===== src/hex_dump_params.svh =====
`ifndef HEX_DUMP_PARAMS_SVH
`define HEX_DUMP_PARAMS_SVH

// system clocks per uart bit, small for simulation
`define CLKS_PER_BIT 16

// bytes sent over the uart, keep a multiple of 4
`define DUMP_BYTES 256

`define DUMP_START_ADDR 24'h000000   // first flash byte dumped

`define FLASH_READ_OP 8'h03          // plain read, no dummy cycles

`endif


===== src/flash_pkg.sv =====
package flash_pkg;

   // one buffered read word from the flash
   // word holds the four bytes little endian, so the first byte read from
   // the flash sits in bits 7:0 and in bytes[0]
   typedef union packed {
      logic [31:0]     word;   // written by the reader
      logic [3:0][7:0] bytes;  // read by the sequencer
   } flash_word_u;

   // spi read transaction phases
   typedef enum logic [2:0] {
      RD_IDLE,   // waiting to start after reset
      RD_CMD,    // opcode bits
      RD_ADDR,   // 24 address bits
      RD_DATA,   // streaming words
      RD_HOLD    // ss released, wait for reset
   } reader_state_e;

endpackage


===== src/uart_pkg.sv =====
package uart_pkg;

   // 8n1 transmitter phases
   typedef enum logic [1:0] {
      TX_IDLE,   // line high, ready for tx_start
      TX_START,  // start bit, line low
      TX_DATA,   // eight data bits, lsb first
      TX_STOP    // stop bit, line high
   } tx_state_e;

endpackage


===== src/dump_sequencer.sv =====
`include "hex_dump_params.svh"

module dump_sequencer (
   input  logic                   clk,
   input  logic                   rst,
   input  logic                   rd_data_available,
   input  flash_pkg::flash_word_u rd_data,
   output logic                   rd_ack,
   input  logic                   tx_busy,
   output logic                   tx_start,
   output logic [7:0]             tx_dat,
   output logic                   done
);

   localparam int CNT_W = $clog2(`DUMP_BYTES);

   logic [1:0]       byte_idx;   // byte of the current word
   logic [CNT_W-1:0] byte_cnt;   // bytes started so far
   logic             wait_busy;  // frame started but busy not seen yet
   logic             send;

   assign send = rd_data_available && !tx_busy && !wait_busy && !done;

   always_ff @(posedge clk) begin
      if (rst) begin
         byte_idx  <= '0;
         byte_cnt  <= '0;
         wait_busy <= 1'b0;
         rd_ack    <= 1'b0;
         tx_start  <= 1'b0;
         done      <= 1'b0;
      end else begin
         rd_ack   <= 1'b0;
         tx_start <= 1'b0;

         if (wait_busy && tx_busy) begin
            wait_busy <= 1'b0;   // transmitter has taken the byte
         end

         if (send) begin
            tx_start  <= 1'b1;
            wait_busy <= 1'b1;
            byte_idx  <= byte_idx + 2'd1;
            byte_cnt  <= byte_cnt + 1'b1;
            if (byte_idx == 2'd3) begin
               rd_ack <= 1'b1;   // word fully handed out
            end
            if (byte_cnt == CNT_W'(`DUMP_BYTES - 1)) begin
               done <= 1'b1;
            end
         end
      end
   end

   always_ff @(posedge clk) begin
      if (send) begin
         tx_dat <= rd_data.bytes[byte_idx];
      end
   end

   // a frame is only started into an idle transmitter
   a_start_when_idle: assert property (@(posedge clk) disable iff (rst)
      tx_start |-> !tx_busy)
      else $error("tx_start while the transmitter is busy");

endmodule


===== src/hex_dump.sv =====
module hex_dump (
   input  logic clk,
   input  logic rst,
   output logic fpga_tx,
   output logic SPI_SCK,
   output logic SPI_SS,
   output logic SPI_MOSI,
   input  logic SPI_MISO
);

   flash_pkg::flash_word_u rd_data;

   logic       rd_data_available;
   logic       rd_ack;
   logic       done;
   logic       tx_start;
   logic       tx_busy;
   logic [7:0] tx_dat;

   spi_flash_reader reader_inst (
      .clk               (clk),
      .rst               (rst),
      .done              (done),
      .rd_ack            (rd_ack),
      .rd_data_available (rd_data_available),
      .rd_data           (rd_data),
      .SPI_SCK           (SPI_SCK),
      .SPI_SS            (SPI_SS),
      .SPI_MOSI          (SPI_MOSI),
      .SPI_MISO          (SPI_MISO)
   );

   dump_sequencer seq_inst (
      .clk               (clk),
      .rst               (rst),
      .rd_data_available (rd_data_available),
      .rd_data           (rd_data),
      .rd_ack            (rd_ack),
      .tx_busy           (tx_busy),
      .tx_start          (tx_start),
      .tx_dat            (tx_dat),
      .done              (done)
   );

   uart_tx tx_inst (
      .clk       (clk),
      .rst       (rst),
      .tx_start  (tx_start),
      .tx_dat    (tx_dat),
      .tx_serial (fpga_tx),
      .tx_busy   (tx_busy)
   );

endmodule


===== src/spi_flash_reader.sv =====
`include "hex_dump_params.svh"

module spi_flash_reader (
   input  logic                   clk,
   input  logic                   rst,
   input  logic                   done,
   input  logic                   rd_ack,
   output logic                   rd_data_available,
   output flash_pkg::flash_word_u rd_data,
   output logic                   SPI_SCK,
   output logic                   SPI_SS,
   output logic                   SPI_MOSI,
   input  logic                   SPI_MISO
);

   localparam logic [31:0] CMD_WORD = {`FLASH_READ_OP, `DUMP_START_ADDR};

   flash_pkg::reader_state_e state;

   logic        start_dly;   // one cycle gap after reset
   logic [4:0]  bit_cnt;
   logic [31:0] cmd_sr;      // opcode and address msb first
   logic [31:0] data_sr;
   logic [31:0] next_sr;

   // shift register value including the bit sampled this cycle
   assign next_sr = {data_sr[30:0], SPI_MISO};

   always_ff @(posedge clk) begin
      if (rst) begin
         state             <= flash_pkg::RD_IDLE;
         start_dly         <= 1'b0;
         bit_cnt           <= '0;
         rd_data_available <= 1'b0;
         SPI_SCK           <= 1'b0;
         SPI_SS            <= 1'b1;
         SPI_MOSI          <= 1'b0;
      end else begin
         start_dly <= 1'b1;

         if (rd_ack) begin
            rd_data_available <= 1'b0;   // buffer free next cycle
         end

         case (state)
            flash_pkg::RD_IDLE: begin
               if (start_dly) begin
                  SPI_SS   <= 1'b0;
                  cmd_sr   <= CMD_WORD;
                  SPI_MOSI <= CMD_WORD[31];   // first bit set up before sck rises
                  bit_cnt  <= '0;
                  state    <= flash_pkg::RD_CMD;
               end
            end

            flash_pkg::RD_CMD, flash_pkg::RD_ADDR: begin
               if (!SPI_SCK) begin
                  SPI_SCK <= 1'b1;
               end else begin
                  // falling edge moves mosi to the next bit
                  SPI_SCK  <= 1'b0;
                  cmd_sr   <= {cmd_sr[30:0], 1'b0};
                  SPI_MOSI <= cmd_sr[30];
                  bit_cnt  <= bit_cnt + 5'd1;
                  if (bit_cnt == 5'd7) begin
                     state <= flash_pkg::RD_ADDR;
                  end
                  if (bit_cnt == 5'd31) begin
                     SPI_MOSI <= 1'b0;
                     state    <= flash_pkg::RD_DATA;
                  end
               end
            end

            flash_pkg::RD_DATA: begin
               if (!SPI_SCK) begin
                  if (done) begin
                     SPI_SS <= 1'b1;   // end the continuous read
                     state  <= flash_pkg::RD_HOLD;
                  end else if (bit_cnt != 5'd0 || !rd_data_available) begin
                     SPI_SCK <= 1'b1;  // sck stays low while the buffer is full
                  end
               end else begin
                  // miso is still stable from the last falling edge
                  SPI_SCK <= 1'b0;
                  data_sr <= next_sr;
                  bit_cnt <= bit_cnt + 5'd1;
                  if (bit_cnt == 5'd31) begin
                     rd_data.word      <= {next_sr[7:0], next_sr[15:8],
                                           next_sr[23:16], next_sr[31:24]};
                     rd_data_available <= 1'b1;
                  end
               end
            end

            flash_pkg::RD_HOLD: begin
               SPI_SS  <= 1'b1;
               SPI_SCK <= 1'b0;
            end

            default: begin
               state <= flash_pkg::RD_IDLE;
            end
         endcase
      end
   end

   // the sequencer only acks a word that the reader still holds
   a_ack_with_data: assert property (@(posedge clk) disable iff (rst)
      rd_ack |-> rd_data_available)
      else $error("rd_ack seen while no word was buffered");

endmodule


===== src/uart_tx.sv =====
`include "hex_dump_params.svh"

module uart_tx (
   input  logic       clk,
   input  logic       rst,
   input  logic       tx_start,
   input  logic [7:0] tx_dat,
   output logic       tx_serial,
   output logic       tx_busy
);

   localparam int CW = $clog2(`CLKS_PER_BIT);

   uart_pkg::tx_state_e state;

   logic [CW-1:0] clk_cnt;   // clocks within the current bit
   logic [2:0]    bit_idx;
   logic [7:0]    data_sr;
   logic          bit_end;

   assign bit_end = (clk_cnt == CW'(`CLKS_PER_BIT - 1));

   always_ff @(posedge clk) begin
      if (rst) begin
         state     <= uart_pkg::TX_IDLE;
         clk_cnt   <= '0;
         bit_idx   <= '0;
         tx_serial <= 1'b1;
         tx_busy   <= 1'b0;
      end else begin
         clk_cnt <= bit_end ? '0 : clk_cnt + 1'b1;

         case (state)
            uart_pkg::TX_IDLE: begin
               clk_cnt <= '0;
               if (tx_start) begin
                  data_sr   <= tx_dat;
                  tx_serial <= 1'b0;   // start bit
                  tx_busy   <= 1'b1;
                  state     <= uart_pkg::TX_START;
               end
            end

            uart_pkg::TX_START: begin
               if (bit_end) begin
                  tx_serial <= data_sr[0];
                  bit_idx   <= '0;
                  state     <= uart_pkg::TX_DATA;
               end
            end

            uart_pkg::TX_DATA: begin
               if (bit_end) begin
                  data_sr <= data_sr >> 1;
                  bit_idx <= bit_idx + 3'd1;
                  if (bit_idx == 3'd7) begin
                     tx_serial <= 1'b1;   // stop bit
                     state     <= uart_pkg::TX_STOP;
                  end else begin
                     tx_serial <= data_sr[1];
                  end
               end
            end

            uart_pkg::TX_STOP: begin
               if (bit_end) begin
                  tx_busy <= 1'b0;
                  state   <= uart_pkg::TX_IDLE;
               end
            end

            default: begin
               state <= uart_pkg::TX_IDLE;
            end
         endcase
      end
   end

   a_idle_line_high: assert property (@(posedge clk) disable iff (rst)
      (state == uart_pkg::TX_IDLE) |-> (tx_serial && !tx_busy))
      else $error("serial line not idle high between frames");

endmodule

===== config.mk =====
export PLATFORM = sky130hd
export DESIGN_NAME = hex_dump
export DESIGN_NICKNAME = d
export VERILOG_FILES = /design/src/flash_pkg.sv /design/src/uart_pkg.sv /design/src/dump_sequencer.sv /design/src/hex_dump.sv /design/src/spi_flash_reader.sv /design/src/uart_tx.sv
export VERILOG_INCLUDE_DIRS = /design/src
export SDC_FILE = /design/constraint.sdc
export NUM_CORES = 1
export LEC_CHECK = 0
export BUFFER_PORTS_ARGS = -buffer_cell sky130_fd_sc_hd__buf_4
export CAP_MARGIN = 20
export CORE_ASPECT_RATIO = 1.25
export CORE_UTILIZATION = 50
export DETAILED_ROUTE_END_ITERATION = 12
export GPL_ROUTABILITY_DRIVEN = 0
export PLACE_DENSITY = 0.71
export SLEW_MARGIN = 0
export SYNTH_ARGS = -nofsm -noshare
export SYNTH_HDL_FRONTEND = slang
export SYNTH_SLANG_ARGS = --single-unit

===== constraint.sdc =====
create_clock -name clk -period 3.15 [get_ports clk]
set_input_delay 0.1575 -clock clk [delete_from_list [all_inputs] [get_ports clk]]
set_output_delay 0.1575 -clock clk [all_outputs]
set_load 0.03 [all_outputs]

==> results of run 1 <==
## worst paths after layout
check / cells past startpoint / to / start / slack, ns
worst min-delay path: 2 / tx_inst.bit_idx[2] / rst / 0.14
worst max-delay path: 3 / reader_inst.cmd_sr[24] / reader_inst.state[1] / 0.96
worst max register to register: 3 / reader_inst.cmd_sr[24] / reader_inst.state[1] / 0.96
worst min register to register: 0 / reader_inst.rd_data[7] / reader_inst.data_sr[30] / 0.43
## worst reg2reg max path, cell delays in order, from the launching register on
cell and delay (ns):
dfxtp_1 0.52, xor2_1 0.36, a21boi_0 0.20, nor3_1 0.74
## per-layer routing
metal	track usage [%]	wire length (um)	vias up	part of all wire [%]
met4	8.360	165	0	2.1
met1	21.97	3522	1289	45
met5	0	0	-	0
li1	-	-	1285	-
met2	27.63	3914	55	49
met3	7.191	306	13	3.9
## kinds of logic after synthesis
group,share of synthesized area [%]
AO/OA/AOI/OAI,6.405
XOR/XNOR,2.005
adder cells (fa/ha/maj),3.385
buffers and inverters,2.317
flip-flops,69.57
multiplexers,5.598
AND/OR/NAND/NOR,10.73
## sequential cells by signal, summed over array words and instances (netlist names), 3 cells and up
register             cells
seq_inst.byte_cnt        8
reader_inst.bit_cnt      5
reader_inst.rd_data     32
reader_inst.data_sr     31
reader_inst.cmd_sr       7
tx_inst.data_sr          8
seq_inst.tx_dat          8
reader_inst.state        3
tx_inst.clk_cnt          4
tx_inst.bit_idx          3
## stage by stage
step	hold WS [ns]	instance area, um2
after floorplan	0.2564	4806
after global placement	0.3492	4961
after detailed placement	0.3514	4961
after CTS	0.1325	5574
after global routing	0.1478	5574
final	0.1439	5574
## final cells by class
| type | instances | area, um2 |
|---|---|---|
| Clock buffer | 17 | 425.4 |
| Clock inverter | 15 | 177.7 |
| Timing Repair Buffer | 10 | 77.57 |
| Tap cell | 123 | 153.9 |
| Multi-Input combinational cell | 182 | 1351 |
| Fill cell | 683 | 3649 |
| Inverter | 12 | 45.04 |
| Sequential cell | 124 | 3343 |
## cell usage in the layout (no fill, tap or decap), drive strengths merged, types with 10 or more instances in the layout
cell / count
edfxtp: 86
dfxtp: 38
inv: 20
nor2: 18
a21oi: 17
clkbuf: 17
nand2: 15
ha: 13
o21ai: 10
## report_power, final
group,switching (W),internal (W)
Sequential,0.0000233,0.00176
Combinational,0.0000967,0.0000641
Clock,0.000769,0.00119
Total,0.000889,0.00302
==> summary.md, run 1 <==
| Metric | Value |
|---|---|
| Via Count | 2642 |
| Fraction of layout cells with a size suffix above 1 | 16.67% |
| Largest net degree at the start of global routing | 37 |
| Max Fclk | 456.0 MHz |
| Worst path top cell family by delay | simple AND/OR/NAND/NOR gates |
| CTS Buffer Depth | 2 |
| CP endpoint kind | flip-flop |
| Slowest-stage cell, CP | nor3_1 |
| Status | finished clean |
| CP arrival | approximately 2.2 ns |
| Worst path cell trace | xor2_1 > a21boi_0 > nor3_1 |
| Antenna Cells | 0 |
| Leakage | between 1.5 and 2 nW |
| Peak supply drop | between 0.0005 and 0.0006 V |
| Post-CTS Hold Fix Bufs | 1 |
| Final WL | 7908 um |
| TritonCTS clock tree | done |
| Worst Path Required | 3.18 ns |
| Dominant cells by area after synthesis | edfxtp_1, dfxtp_1, mux4_2 |
| Crit start category | flip-flop |
| Library cells used by synthesis | 51 |
| Commonest cells post-synth | edfxtp_1, dfxtp_1, nor2_1 |
| Setup Viol. Count Final | 0 |
| Final worst slack | 0.9572 ns |
| Placed insts | 450 |
| Clk sink count | 124 |
| Area share of the largest cell type after synthesis | 53.74% |
| Total power | 0.003905 W |
| Postcts setup bufs | 0 |
| 1st-iter DRT viols | 140 |
| Post-DP HPWL | between 4000 and 5000 um |
| WS Path Type | flip-flop to flip-flop |
| Hold/Removal Path Class | input pin to flip-flop |
| Max-Cap Viols | 0 |
| Dominant synthesized flop cell | edfxtp_1 |
| DRC Markers | 0 |
| ANT nets after route | 0 |
| Post-Syn Area | 4806 um2 |
| Setup WS pre-CTS | between 0.9 and 1 ns |
| First-pass GRT wire length | 12920 um |
| Root buf cell | clkbuf_16 |
| Number of synthesized register bits | 124 |
| CP max FO | 11 |
| Cell with the most instances after synthesis | edfxtp_1 |
| Post-Route Setup TNS | 0 ns |
| Pre-antenna DRT Iters | 4 |
| Num rows | 39 |
| # resized after CTS | 0 |
| Die height | around 110 um |
| Sequential share of the synthesized area | 69.57% |
| Worst-Skew Late Latency | 0.42 ns |
| Async SR Flop Fraction | 0% |
| CTS Buf Count | 17 |
| Final min period | 2.193 ns |
| Nets@finish | 363 |
| Synthesis-to-finish area growth | 15.99% |
| Vias per inst | 5.470 |
| EDFF count, synth | 86 |
| # IOs | 7 |
| Fin. Hold Viols | 0 |
| Antenna violations before repair | 0 |
| Critical path buffers and inverters | 0 |
| Die W | around 90 um |
| Port Buffers | 6 |
| RSZ-0062 raised after global routing | no |
| Yosys top cell by area | edfxtp_1 |
| GRT Total Usage | between 15 and 20% |
| Post-layout util | 60.44% |
| Non-filler instance count after layout | between 400 and 500 |
| Final Cycle Share | 69.61% |
| CP peak stage delay | 0.74 ns |
| Cells after synthesis | 331 |
| Initial Util | a little over half |
| Final Skew | 0.01057 ns |
| Vias in the first global route | 2643 |
| Mapped Avg Cell Area | 14.52 um2 |
| Gr ovfl total | 0 |
| Syn Nets | 347 |
| Slew Viols, Final | 0 |
| Wire length per cell | 16.37 um |
| Power Dens Cells | approximately 700 nW/um2 |
| Core ar. | 9223 um2 |
| Clk pin slew, worst setup/hold paths | 0.06 ns |
| Ys Warns | 0 |
| Slew HR | 38.03% |
| Die ar. | 10010 um2 |
| # H-tree levels | 4 |
| Slew @ Worst Pin | 0.9225 ns |
No activity file was read; power rests on OpenSTA's default activity.
==> run 2: changes to the inputs <==
- PLACE_DENSITY: 0.71 -> 0.73
- clock period: 3.15 -> 2 ns (I/O delays scaled with it)
==> summary.md, run 2 (same netlist as run 1, synthesis figures left out) <==
| Metric | Value |
|---|---|
| Setup Viol. Count Final | 0 |
| Fraction of layout cells with a size suffix above 1 | 20.49% |
| Leakage | roughly 2.0 nW |
| Wire length per cell | 16.73 um |
| WS Path Type | flip-flop to flip-flop |
| Hold/Removal Path Class | input pin to flip-flop |
| CP endpoint kind | flip-flop |
| Commonest non-fill, non-tap cell in the layout | edfxtp_1 |
| Die W | 89.69 um |
| Slew Viols, Final | 0 |
| # H-tree levels | 4 |
| Postcts setup bufs | 0 |
| Clk sink count | between 100 and 150 |
| Synthesis-to-finish area growth | 17.96% |
| CP max FO | 4 |
| Crit start category | flip-flop |
| Post-DP HPWL | 5048 um |
| Setup WS pre-CTS | 0.1064 ns |
| Total power | 0.006151 W |
| Port Buffers | 6 |
| Final Skew | 0.01189 ns |
| Via Count | 2671 |
| Slew HR | 63.82% |
| P_sw | 0.001394 W |
| Vias per inst | ~5.4 |
| Nets@finish | 374 |
| Area after DPL | 5049 um2 |
| Peak supply drop | 0.0008745 V |
| Core ar. | 9223 um2 |
| Final worst slack | 0.1980 ns |
| Clk pin slew, worst setup/hold paths | 0.06 ns |
| Num rows | 39 |
| Worst-Skew Late Latency | 0.42 ns |
| 1st-iter DRT viols | roughly 200 |
| Final min period | 1.802 ns |
| Met2 usage in global routing | 28.48% |
| CTS Buffer Depth | 2 |
| M1 GR Usage | 22.71% |
| Cell area after layout | 5669 um2 |
| CP arrival | 2.10 ns |
| Final Cycle Share | between 90% and 100% |
| Gr ovfl total | 0 |
| Initial Util | approximately 52% |
| Max Fclk | about 550 MHz |
| GRT Max-Usage Layer | met2 |
| Flop pwr share | 45.6% |
| Max-Cap Viols | 0 |
| Die height | 111.6 um |
| Most flop-heavy register | reader_inst.rd_data |
| Antenna Cells | 0 |
| Pre-antenna DRT Iters | 4 |
| Fillers | 679 |
| Max reg flops | 32 |
| # IOs | 7 |
| First-pass GRT wire length | approximately 13000 um |
| Top Registers | reader_inst.rd_data (32), reader_inst.data_sr (31) |
| TritonCTS clock tree | done |
| Vias in the first global route | 2649 |
| CTS Buf Count | 17 |
| Largest net degree at the start of global routing | 36 |
| Commonest non-fill, non-tap cells in the layout | edfxtp_1, dfxtp_1, buf_4 |
| Clock network power share | 49.9% |
| Power Dens Cells | 1085 nW/um2 |
| Final WL | 8267 um |
| RSZ-0062 raised after global routing | no |
| ANT nets after route | 0 |
| Met3 Usage GRT | 6.746% |
| Slew @ Worst Pin | 0.5381 ns |
| Switching Fraction | between 20% and 30% |
| DRC Markers | 0 |
| Post-Route Setup TNS | 0 ns |
| Fin. Hold Viols | 0 |
| Status | finished clean |
| Antenna violations before repair | 0 |
| Worst Path Required | 2.30 ns |
| Die ar. | 10010 um2 |
| GRT Total Usage | 18.20% |
| Internal Power | ~0.0048 W |
| Root buf cell | clkbuf_16 |
| Combinational Power Share | 4.5% |
-- run 2: final cells by class --
cell class,count,area [um2],share of cell area [%]
tap,123,153.9,2.715
multi-input combinational,183,1375,24.26
clock buffer,17,425.4,7.504
timing repair buffer,20,152.6,2.693
inverter,12,45.04,0.7945
sequential,124,3343,58.97
clock inverter,15,173.9,3.068
-- run 2: critical path: stages, from the launching register on --
cell,delay [ns]
dfxtp_1,0.39
inv_1,0.12
ha_1,0.22
or2_1,0.26
a211oi_1,0.31
nor2b_1,0.08
a311o_1,0.32
-- run 2: worst paths after layout --
| path | end | slack, ns | depth (start not counted) | startpoint |
|---|---|---|---|---|
| max | tx_inst.tx_serial | 0.20 | 6 | tx_inst.state[1] |
| min | reader_inst.start_dly | 0.04 | 3 | rst |
| max reg2reg | tx_inst.tx_serial | 0.20 | 6 | tx_inst.state[1] |
| min reg2reg | reader_inst.data_sr[17] | 0.44 | 0 | reader_inst.data_sr[16] |
-- run 2: power by group through the flow --
stage | Sequential (W) | Combinational, W | Clock [W]
after floorplan | 0.00286 | 0.000186 | 0
after global placement | 0.00286 | 0.000265 | 0
after detailed placement | 0.00286 | 0.000273 | 0
after CTS | 0.00281 | 0.000274 | 0.00313
after global routing | 0.00281 | 0.000302 | 0.00322
final | 0.00281 | 0.000274 | 0.00307
-- run 2: timing repair --
item                                    CTS  global route
endpoints found under the hold margin     2             0
endpoints found under the setup margin    0            32
hold buffers                              1             0
gates resized for setup                   0             2
-- run 2: routing by layer --
metal / routed length (um) / up-vias
li1: - / 1312
met1: 3668 / 1307
met2: 4184 / 37
met3: 268 / 15
met4: 145 / 0
met5: 0 / -
-- run 2: through the flow --
| stage | cells | util, % | hold slack, ns |
|---|---|---|---|
| 4_1_cts | 493 | 61.35 | 0.03104 |
| 5_1_grt | 494 | 61.47 | 0.05259 |
| 3_3_place_gp | 460 | 54.74 | 0.2993 |
| 3_5_place_dp | 460 | 54.74 | 0.2997 |
| 6_report | 494 | 61.47 | 0.04347 |
| 2_1_floorplan | 331 | - | 0.1989 |
